--- src/bus_pkg.sv ---
/* Sizes, word types and state encodings shared by the serial bus.
   Modules import it inside their body and use scoped names in their headers */
package bus_pkg;

  ////////////////////////////////////////
  // Bus sizes
  ////////////////////////////////////////

  localparam int NUM_NODES = 4;
  localparam int PKT_W     = 16;
  // Destination field sits in the top bits of a packet
  localparam int ID_W      = 8;

  localparam int SEL_W = (NUM_NODES > 1) ? $clog2(NUM_NODES) : 1;
  // Must be able to hold PKT_W itself
  localparam int CNT_W = $clog2(PKT_W + 1);

  localparam logic [ID_W-1:0] BROADCAST_ID = {ID_W{1'b1}};

  ////////////////////////////////////////
  // Types
  ////////////////////////////////////////

  typedef logic [PKT_W-1:0] pkt_t;
  typedef logic [ID_W-1:0]  node_id_t;
  typedef logic [SEL_W-1:0] node_sel_t;
  typedef logic [CNT_W-1:0] bit_cnt_t;

  // Write side of a node
  typedef enum logic [1:0] {tx_idle, tx_load, tx_shift} tx_state_t;

  // Read side of a node
  typedef enum logic [1:0] {rx_idle, rx_shift, rx_deliver} rx_state_t;

endpackage
--- src/node_bus_if.sv ---
/* Link between one bus node and the central arbiter.
   The node requests and sends bits; the arbiter grants and returns the shared line */
`timescale 1ns/10ps

interface node_bus_if;
  logic rqst;
  logic tx_bit;
  logic tx_busy;
  logic grnt;
  // Shared line as seen by every node
  logic line_bit;
  logic line_busy;

  modport node (output rqst, output tx_bit, output tx_busy,
                input grnt, input line_bit, input line_busy);

  modport arbiter (input rqst, input tx_bit, input tx_busy,
                   output grnt, output line_bit, output line_busy);
endinterface

--- src/serial_bus.sv ---
/* Top level of the single-wire serial bus.
   Holds one node per port index and the central arbiter */
`timescale 1ns/10ps

module serial_bus (
  input  logic                          clk,
  input  logic                          rst,
  input  logic [bus_pkg::NUM_NODES-1:0] pending,
  output logic [bus_pkg::NUM_NODES-1:0] pop,
  output logic [bus_pkg::NUM_NODES-1:0] push,
  input  bus_pkg::pkt_t                 pop_data  [bus_pkg::NUM_NODES],
  output bus_pkg::pkt_t                 push_data [bus_pkg::NUM_NODES]
);
  import bus_pkg::*;

  node_bus_if node_bus [NUM_NODES] ();

  // Node number is the position on the bus
  for (genvar i = 0; i < NUM_NODES; i++) begin : g_node
    bus_node #(
      .node_num (node_sel_t'(i))
    ) u_node (
      .clk       (clk),
      .rst       (rst),
      .pending   (pending[i]),
      .pop_data  (pop_data[i]),
      .pop       (pop[i]),
      .push      (push[i]),
      .push_data (push_data[i]),
      .bus       (node_bus[i])
    );
  end

  bus_arbiter u_arbiter (
    .clk   (clk),
    .rst   (rst),
    .nodes (node_bus)
  );

endmodule

--- src/bus_node.sv ---
/* One node of the serial bus.
   Joins the write and read sides on a single link to the arbiter */
`timescale 1ns/10ps

module bus_node #(
  parameter bus_pkg::node_sel_t node_num = '0
) (
  input  logic          clk,
  input  logic          rst,
  input  logic          pending,
  input  bus_pkg::pkt_t pop_data,
  output logic          pop,
  output logic          push,
  output bus_pkg::pkt_t push_data,
  node_bus_if.node      bus
);

  // Sends the pending word when granted
  bus_tx_ctrl u_tx (
    .clk      (clk),
    .rst      (rst),
    .pending  (pending),
    .pop_data (pop_data),
    .pop      (pop),
    .bus      (bus)
  );

  // Grant on the same link keeps the node from reading back its own packet
  bus_rx_ctrl #(
    .node_num (node_num)
  ) u_rx (
    .clk       (clk),
    .rst       (rst),
    .bus       (bus),
    .push      (push),
    .push_data (push_data)
  );

endmodule

--- src/bus_rx_ctrl.sv ---
/* Read side of a bus node.
   Shifts in every packet sent by another node and pushes it when the destination matches */
`timescale 1ns/10ps

module bus_rx_ctrl #(
  parameter bus_pkg::node_sel_t node_num = '0
) (
  input  logic          clk,
  input  logic          rst,
  node_bus_if.node      bus,
  output logic          push,
  output bus_pkg::pkt_t push_data
);
  import bus_pkg::*;

  rx_state_t state;
  rx_state_t state_nxt;
  bit_cnt_t  bit_cnt;
  logic      shift_en;
  logic      dest_hit;
  node_id_t  dest;
  pkt_t      rx_word;
  pkt_t      held_word;

  // Our own grant means the packet on the line is ours
  assign shift_en = bus.line_busy && !bus.grnt;

  ////////////////////////////////////////
  // Read state machine
  ////////////////////////////////////////

  always_comb begin
    state_nxt = state;
    case (state)
      rx_idle:    if (shift_en) state_nxt = rx_shift;
      rx_shift: begin
        if (shift_en && (bit_cnt == bit_cnt_t'(PKT_W - 1))) begin
          state_nxt = rx_deliver;
        end
      end
      rx_deliver: state_nxt = rx_idle;
      default:    state_nxt = rx_idle;
    endcase
  end

  always_ff @(posedge clk or posedge rst) begin
    if (rst) begin
      state <= rx_idle;
    end else begin
      state <= state_nxt;
    end
  end

  // Counts received bits, first one is taken while still idle
  always_ff @(posedge clk or posedge rst) begin
    if (rst) begin
      bit_cnt <= '0;
    end else if (state == rx_deliver) begin
      bit_cnt <= '0;
    end else if (shift_en) begin
      bit_cnt <= bit_cnt + 1'b1;
    end
  end

  shift_reg u_rx_sreg (
    .clk     (clk),
    .rst     (rst),
    .load    (1'b0),
    .shift   (shift_en),
    .ser_in  (bus.line_bit),
    .par_in  ('0),
    .ser_out (),
    .par_out (rx_word)
  );

  ////////////////////////////////////////
  // Destination compare
  ////////////////////////////////////////

  assign dest     = rx_word[PKT_W-1 -: ID_W];
  assign dest_hit = (dest == node_id_t'(node_num)) || (dest == BROADCAST_ID);
  assign push     = (state == rx_deliver) && dest_hit;

  // Last delivered word stays on the output until the next push
  always_ff @(posedge clk) begin
    if (push) begin
      held_word <= rx_word;
    end
  end

  assign push_data = push ? rx_word : held_word;

endmodule

--- src/bus_tx_ctrl.sv ---
/* Write side of a bus node.
   Requests the bus, pops the pending word on grant and sends it out bit by bit */
`timescale 1ns/10ps

module bus_tx_ctrl (
  input  logic          clk,
  input  logic          rst,
  input  logic          pending,
  input  bus_pkg::pkt_t pop_data,
  output logic          pop,
  node_bus_if.node      bus
);
  import bus_pkg::*;

  tx_state_t state;
  tx_state_t state_nxt;
  bit_cnt_t  bit_cnt;
  logic      last_bit;
  logic      ser_out;

  ////////////////////////////////////////
  // Write state machine
  ////////////////////////////////////////

  // Idle lasts one cycle and keeps the request low so the grant drops
  // and the turn pointer gets a chance to move on
  always_comb begin
    state_nxt = state;
    case (state)
      tx_idle:  state_nxt = tx_load;
      tx_load:  if (pop) state_nxt = tx_shift;
      tx_shift: if (last_bit) state_nxt = tx_idle;
      default:  state_nxt = tx_idle;
    endcase
  end

  always_ff @(posedge clk or posedge rst) begin
    if (rst) begin
      state <= tx_idle;
    end else begin
      state <= state_nxt;
    end
  end

  // Bit counter runs only while shifting
  always_ff @(posedge clk or posedge rst) begin
    if (rst) begin
      bit_cnt <= '0;
    end else if (state != tx_shift) begin
      bit_cnt <= '0;
    end else begin
      bit_cnt <= bit_cnt + 1'b1;
    end
  end

  assign last_bit = (bit_cnt == bit_cnt_t'(PKT_W - 1));

  // Grant already implies our request
  assign pop = (state == tx_load) && bus.grnt;

  assign bus.rqst    = (state == tx_shift) || ((state == tx_load) && pending);
  assign bus.tx_busy = (state == tx_shift);
  assign bus.tx_bit  = (state == tx_shift) && ser_out;

  shift_reg u_tx_sreg (
    .clk     (clk),
    .rst     (rst),
    .load    (pop),
    .shift   (state == tx_shift),
    .ser_in  (1'b0),
    .par_in  (pop_data),
    .ser_out (ser_out),
    .par_out ()
  );

endmodule

--- src/bus_arbiter.sv ---
/* Central round-robin arbiter of the serial bus.
   Grants one requesting node at a time and drives the shared line from it */
`timescale 1ns/10ps

module bus_arbiter (
  input  logic           clk,
  input  logic           rst,
  node_bus_if.arbiter    nodes [bus_pkg::NUM_NODES]
);
  import bus_pkg::*;

  node_sel_t            turn;
  logic [NUM_NODES-1:0] rqst_vec;
  logic [NUM_NODES-1:0] grnt_vec;
  logic [NUM_NODES-1:0] bit_vec;
  logic [NUM_NODES-1:0] busy_vec;
  logic                 any_grnt;
  logic                 line_bit;
  logic                 line_busy;

  // Per node grant and fan-out of the shared line
  for (genvar i = 0; i < NUM_NODES; i++) begin : g_port
    assign rqst_vec[i] = nodes[i].rqst;
    assign bit_vec[i]  = nodes[i].tx_bit;
    assign busy_vec[i] = nodes[i].tx_busy;
    assign grnt_vec[i] = (turn == node_sel_t'(i)) && rqst_vec[i];

    assign nodes[i].grnt      = grnt_vec[i];
    assign nodes[i].line_bit  = line_bit;
    assign nodes[i].line_busy = line_busy;
  end

  assign any_grnt = |grnt_vec;

  // Only the pointer's node can hold the grant so it selects the line
  assign line_bit  = any_grnt && bit_vec[turn];
  assign line_busy = any_grnt && busy_vec[turn];

  // Turn pointer moves on while the bus sits free and someone waits
  always_ff @(posedge clk or posedge rst) begin
    if (rst) begin
      turn <= '0;
    end else if (!any_grnt && (|rqst_vec)) begin
      if (turn == node_sel_t'(NUM_NODES - 1)) begin
        turn <= '0;
      end else begin
        turn <= turn + 1'b1;
      end
    end
  end

endmodule

--- src/shift_reg.sv ---
/* Loadable shift register for one packet, MSB out first.
   The write side loads and shifts out; the read side shifts in */
`timescale 1ns/10ps

module shift_reg (
  input  logic          clk,
  input  logic          rst,
  input  logic          load,
  input  logic          shift,
  input  logic          ser_in,
  input  bus_pkg::pkt_t par_in,
  output logic          ser_out,
  output bus_pkg::pkt_t par_out
);
  import bus_pkg::*;

  // Load wins over shift
  always_ff @(posedge clk or posedge rst) begin
    if (rst) begin
      par_out <= '0;
    end else if (load) begin
      par_out <= par_in;
    end else if (shift) begin
      par_out <= {par_out[PKT_W-2:0], ser_in};
    end
  end

  assign ser_out = par_out[PKT_W-1];

endmodule

--- config.mk ---
export PLATFORM = sky130hd
export DESIGN_NAME = serial_bus
export DESIGN_NICKNAME = d
export VERILOG_FILES = /design/src/bus_pkg.sv /design/src/node_bus_if.sv /design/src/serial_bus.sv /design/src/bus_node.sv /design/src/bus_rx_ctrl.sv /design/src/bus_tx_ctrl.sv /design/src/bus_arbiter.sv /design/src/shift_reg.sv
export SDC_FILE = /design/constraint.sdc
export NUM_CORES = 1
export LEC_CHECK = 0
export BUFFER_PORTS_ARGS = -buffer_cell sky130_fd_sc_hd__buf_2
export CORE_ASPECT_RATIO = 0.9
export CORE_UTILIZATION = 40
export CTS_CLUSTER_DIAMETER = 100
export DETAILED_ROUTE_END_ITERATION = 8
export GPL_TIMING_DRIVEN = 0
export MAX_ROUTING_LAYER = met4
export PLACE_DENSITY = 0.62
export SYNTH_ARGS = -nofsm -noshare
export SYNTH_HDL_FRONTEND = slang
export SYNTH_SLANG_ARGS = --single-unit
--- constraint.sdc ---
create_clock -name clk -period 7.2 [get_ports clk]
set_input_delay 1.44 -clock clk [delete_from_list [all_inputs] [get_ports clk]]
set_output_delay 1.44 -clock clk [all_outputs]
set_load 0.02 [all_outputs]
# [Word level (Yosys, flattened, before mapping)]
# Cells that the tools add are included.
[classes] n_addsub=9 magnitude_cmp=1 n_eq_ne=54 mux=53 n_reduce_logical=72
[ops] cell="16-bit two-way mux" count=12
[ops] cell="5-bit two-way mux" count=12
[ops] cell="5-bit by 1-bit adder with 5-bit output, second input constant" count=8
[ops] cell="5-bit by 4-bit == test with 1-bit output, second input constant" count=8
[ops] cell="2-bit two-way mux" count=17
[ops] cell="8-bit == test, second input constant" count=4
[ops] cell="2-bit != test, second input constant" count=16
[ops] cell="1-bit logical AND" count=31
[ops] cell="2-bit one-hot mux with 3 select lines" count=4
[ops] cell="2-bit == test, second input constant" count=10
[ops] cell="2-bit by 1-bit == test with 1-bit output, second input constant" count=9
[ops] cell="2-bit zero test" count=9
[ops] cell="8-bit by 2-bit == test with 1-bit output, second input constant" count=2
[ops] cell="2-bit one-hot mux with 2 select lines" count=4
[ops] cell="2-bit AND reduction" count=8
[ops] cell="2-bit nonzero test" count=8
[ops] cell="8-bit by 1-bit == test with 1-bit output, second input constant" count=1
[ops] cell="8-bit zero test" count=1
[ops] cell="1-bit logical OR" count=8
[ops] cell="2-bit by 1-bit != test with 1-bit output, second input constant" count=4
[ops] cell="4-bit OR reduction" count=2
[ops] cell="1-bit zero test" count=5
[ops] cell="1-bit binary-select mux with 2-bit select" count=2
[ops] cell="2-bit by 3-bit less-than comparator with 1-bit output, second input constant" count=1
[ops] cell="other kinds (2)" count=3
[totals] regBits=250 word_cells=218

# [Longest topological paths before layout]
[depth] depth_word=10 ltp_mapped=9

# [Worst setup path after synthesis]
# No wires, ideal clock.
[synth_timing] kind="register -> output" from="reg g_node[2].u_node.u_rx.u_rx_sreg.par_out[12]" to="out push_data[22] (netlist name)" arrival_time_ns=2.034 required_ns=5.760 setup_slack_ns=3.726 stages_incl_launch_ff=6 path_buffers=1 path_cell_list="dfrtp_1 > or4_1 > nor4_1 > o2111ai_1 > clkbuf_1 > mux2_2"
[synth_rtl] element="start: declaration" line_no="shift_reg.sv:13" source="output bus_pkg::pkt_t par_out"
[synth_rtl] element="start signal: assignment" line_no="shift_reg.sv:22" source="par_out <= par_in;"
[synth_rtl] element="start signal: assignment" line_no="shift_reg.sv:24" source="par_out <= {par_out[PKT_W-2:0], ser_in};"
[synth_rtl] element="end: declaration" line_no="serial_bus.sv:12" source="output bus_pkg::pkt_t push_data [bus_pkg::NUM_NODES]"

==> metrics.cfg <==
[cts]
clkSlewWorstSetupHoldPaths_ns = 0.06
cts_buffer_depth = 3
holdBufCountCts = 0
cts_tree = built
cts_buffers = 27
cts_resized = 0
clock-sinks = 250
post-cts-setup-buffer-count = 0
cts-root-buf = clkbuf_16
ctsHtreeMaxLevel = 1
clk_latency_ns = 0.53

[die]
rows = 55
io_pins = 142
fp.dieW_um = 173
die_y_um = 156
core_region_area_um2 = 25500
initial_core_util = 0.413
dieArea_um2 = 26900

[route]
dr.pass1.iters = 5
drt_iter0_drc = 452
drc = 0
wl_per_cell_um = 14.1
vias = 7409
via_per_inst = 4.98
ant_nets = 0
drt-total-wl_um = 20900

[timing]
rsz0062_at_grt = false
fin_setup_tns_ns = 0
finalHoldViolCount = 0
setup_viol = 0
slew_headroom = 0.390
layout_worst_path_cycle_share = 0.621
max_freq_mhz = 224
holdWs_ns = 0.432
timing.final.max_slew_violations = 0
tightest_slew_ns = 0.914
period_minus_slack_ns = 4.47
finClkSkew_ns = 0.0115

[synthesis]
synthFlopType = dfrtp_1
ys_seq_elements = 250
async_reset_ff_frac = 0.744
netlist_area_um2 = 10500
synth-edff-count = 0
ys_types = 47
synth_cells = 951
syn_nets = 1041
syn_area_per_cell_um2 = 11.0
synth_warnings = 0
synth.yosys.seq_area_share = 0.565

[finish]
area_delta_synth_final_pct = 19.7
final_cell_area_um2 = 12600
fill_cells = 2388
drive_above_1_share = 0.283
seq_area_um2 = 5940
multi_input_area_um2 = 4200
final_util = 0.494
mostFrequentLayoutCells = dfrtp_1, nand2_1, buf_2
final_cells = 1488
fin_nets = 1212
final_common_cell = dfrtp_1

[setup_path]
crit_path_top_delay_cell = o21ai_1
rr_worst_depth = 8
crit_chain = clkbuf_1 -> or4_1 -> nor3_1 -> o21ai_1 -> clkbuf_1 -> mux2_2 -> buf_2
crit_top_cell = clkbuf_1
regToRegEndpoint = g_node[2].u_node.u_rx.u_rx_sreg.par_out[5]$_DFFE_PP0P_
critPathLaunch = g_node[3].u_node.u_rx.u_rx_sreg.par_out[10]$_DFFE_PP0P_
worstPathMaxFanout = 10
crit_type = register to primary output
start_kind = register
r2r_slack_ns = 4.02
cp.required_ns = 5.76
arrival_ns = 3.03
r2r-start = u_arbiter.turn[0]$_DFFE_PP0P_
crit_path_max_incr_delay_ns = 0.60
cp-end-kind = primary output

[worst_hold_path]
whs_endpoint = g_node[2].u_node.u_rx.held_word[9]$_DFF_P_
min-delay-start = g_node[2].u_node.u_rx.held_word[9]$_DFF_P_
holdCritPathClass = register to register
hold_depth = 1

[pwr]
p_comb_frac = 0.204
p_int_uw = 2860
swShare = 0.294
p_seq_frac = 0.458
p_leak_uw = 0.00631
pwr-share-clk = 0.338
ir_worst_vdd_mv = 0.180
p_sw_uw = 1190
power_density_nw_per_um2 = 323

[place]
dp.cells = 1435
gp_congestion = 0.780
placed_cell_area_um2 = 11700
dp_hpwl_um = 14400
io_buffers = 141

[global_routing]
grt_usage = 0.163
antenna_found_initial = 3
grt_overflow = 0
grt_max_degree = 112
grt_pass1_vias = 7058
grt_pass1_wl_um = 35500

[run]
maxCapViolations = 0

[status]
status = finished clean

-- worst max-delay path by stage --
stage / endpoint / slack (ns) / cells after the start
global placement: g_node[1].u_node.u_tx.u_tx_sreg.par_out[9]$_DFFE_PP0P_ / -1.72 / 2
CTS: push_data[10] / 2.64 / 7
floorplan: g_node[0].u_node.u_rx.bit_cnt[0]$_DFFE_PP0P_ / 0.70 / 1
detailed placement: push_data[10] / 3.22 / 7
finish: push_data[10] / 2.73 / 7
global route: push_data[3] / 2.46 / 7
-- flip-flops by register name, indices dropped and copies added (netlist names) --
name	flops
g_node.u_node.u_rx.held_word	64
g_node.u_node.u_tx.bit_cnt	20
g_node.u_node.u_rx.bit_cnt	20
u_arbiter.turn	2
g_node.u_node.u_rx.u_rx_sreg.par_out	64
g_node.u_node.u_tx.u_tx_sreg.par_out	64
g_node.u_node.u_rx.state	8
g_node.u_node.u_tx.state	8
-- power groups by stage --
stage	sequential [uW]	combinational [uW]	clock, uW
after floorplan	1830	653	0
after global placement	1870	811	0
after detailed placement	1880	836	0
after CTS	1860	838	1410
after global routing	1900	959	1470
final	1860	827	1370
-- cell usage after synthesis (4+ instances only) --
cell / instances / share of area
dfrtp_1: 186 / 0.44
nand2_1: 161 / 0.058
mux2_2: 123 / 0.13
nor2_1: 81 / 0.029
dfxtp_1: 64 / 0.12
a31oi_1: 53 / 0.032
clkbuf_1: 38 / 0.014
inv_1: 26 / 0.0093
nand2b_1: 25 / 0.015
nand3_1: 25 / 0.012
mux2i_1: 24 / 0.023
ha_1: 20 / 0.024
and3_1: 12 / 0.0071
a211oi_1: 10 / 0.0071
buf_4: 9 / 0.0064
a22oi_1: 7 / 0.0050
nand3b_1: 7 / 0.0050
nand4_1: 6 / 0.0036
nor2b_1: 6 / 0.0036
nor3_1: 5 / 0.0024
or4_1: 5 / 0.0036
a21oi_1: 4 / 0.0019
and2_1: 4 / 0.0024
o21ai_0: 4 / 0.0019
xnor2_1: 4 / 0.0033
xor2_1: 4 / 0.0033
-- final cells by class --
cell class	instances	share of cell area
Clock inverter	7	0.00567
Tap cell	342	0.0340
Inverter	26	0.00836
Clock buffer	43	0.0650
Multi-Input combinational cell	620	0.334
Timing Repair Buffer	142	0.0583
Antenna cell	3	0.000597
Buffer	55	0.0212
Sequential cell	250	0.472
-- cells by family after synthesis --
group / after synthesis / synth area share
fa+ha+maj: 20 / 0.0238
xor+xnor: 8 / 0.00667
buf+inv: 81 / 0.0347
flops: 250 / 0.565
compound gates: 94 / 0.0609
mux: 148 / 0.157
simple gates: 350 / 0.152
-- per-stage QoR --
stage,setup WS (ns),power (uW)
2_1_floorplan,0.703,2480
3_3_place_gp,-1.72,2680
3_5_place_dp,3.22,2710
4_1_cts,2.64,4100
5_1_grt,2.46,4330
6_report,2.73,4060
-- routing by layer --
metal  vias to the layer above  global-route usage  part of all wire
met4                         0              0.0379             0.019
met1                      3580               0.234              0.50
met5                         -                   -                 0
met3                        39              0.0292             0.049
met2                       155               0.239              0.43
li1                       3635                   -                 -
-- worst max-delay path, delay by kind of cell (launching register included) --
| kind | cells | cell delay [ns] |
|---|---|---|
| flip-flops | 1 | 0.32 |
| AO/OA/AOI/OAI | 1 | 0.60 |
| AND/OR/NAND/NOR | 2 | 0.21 |
| multiplexers | 1 | 0.41 |
| buffers and inverters | 3 | 0.96 |
No activity file was read; power rests on OpenSTA's default activity.
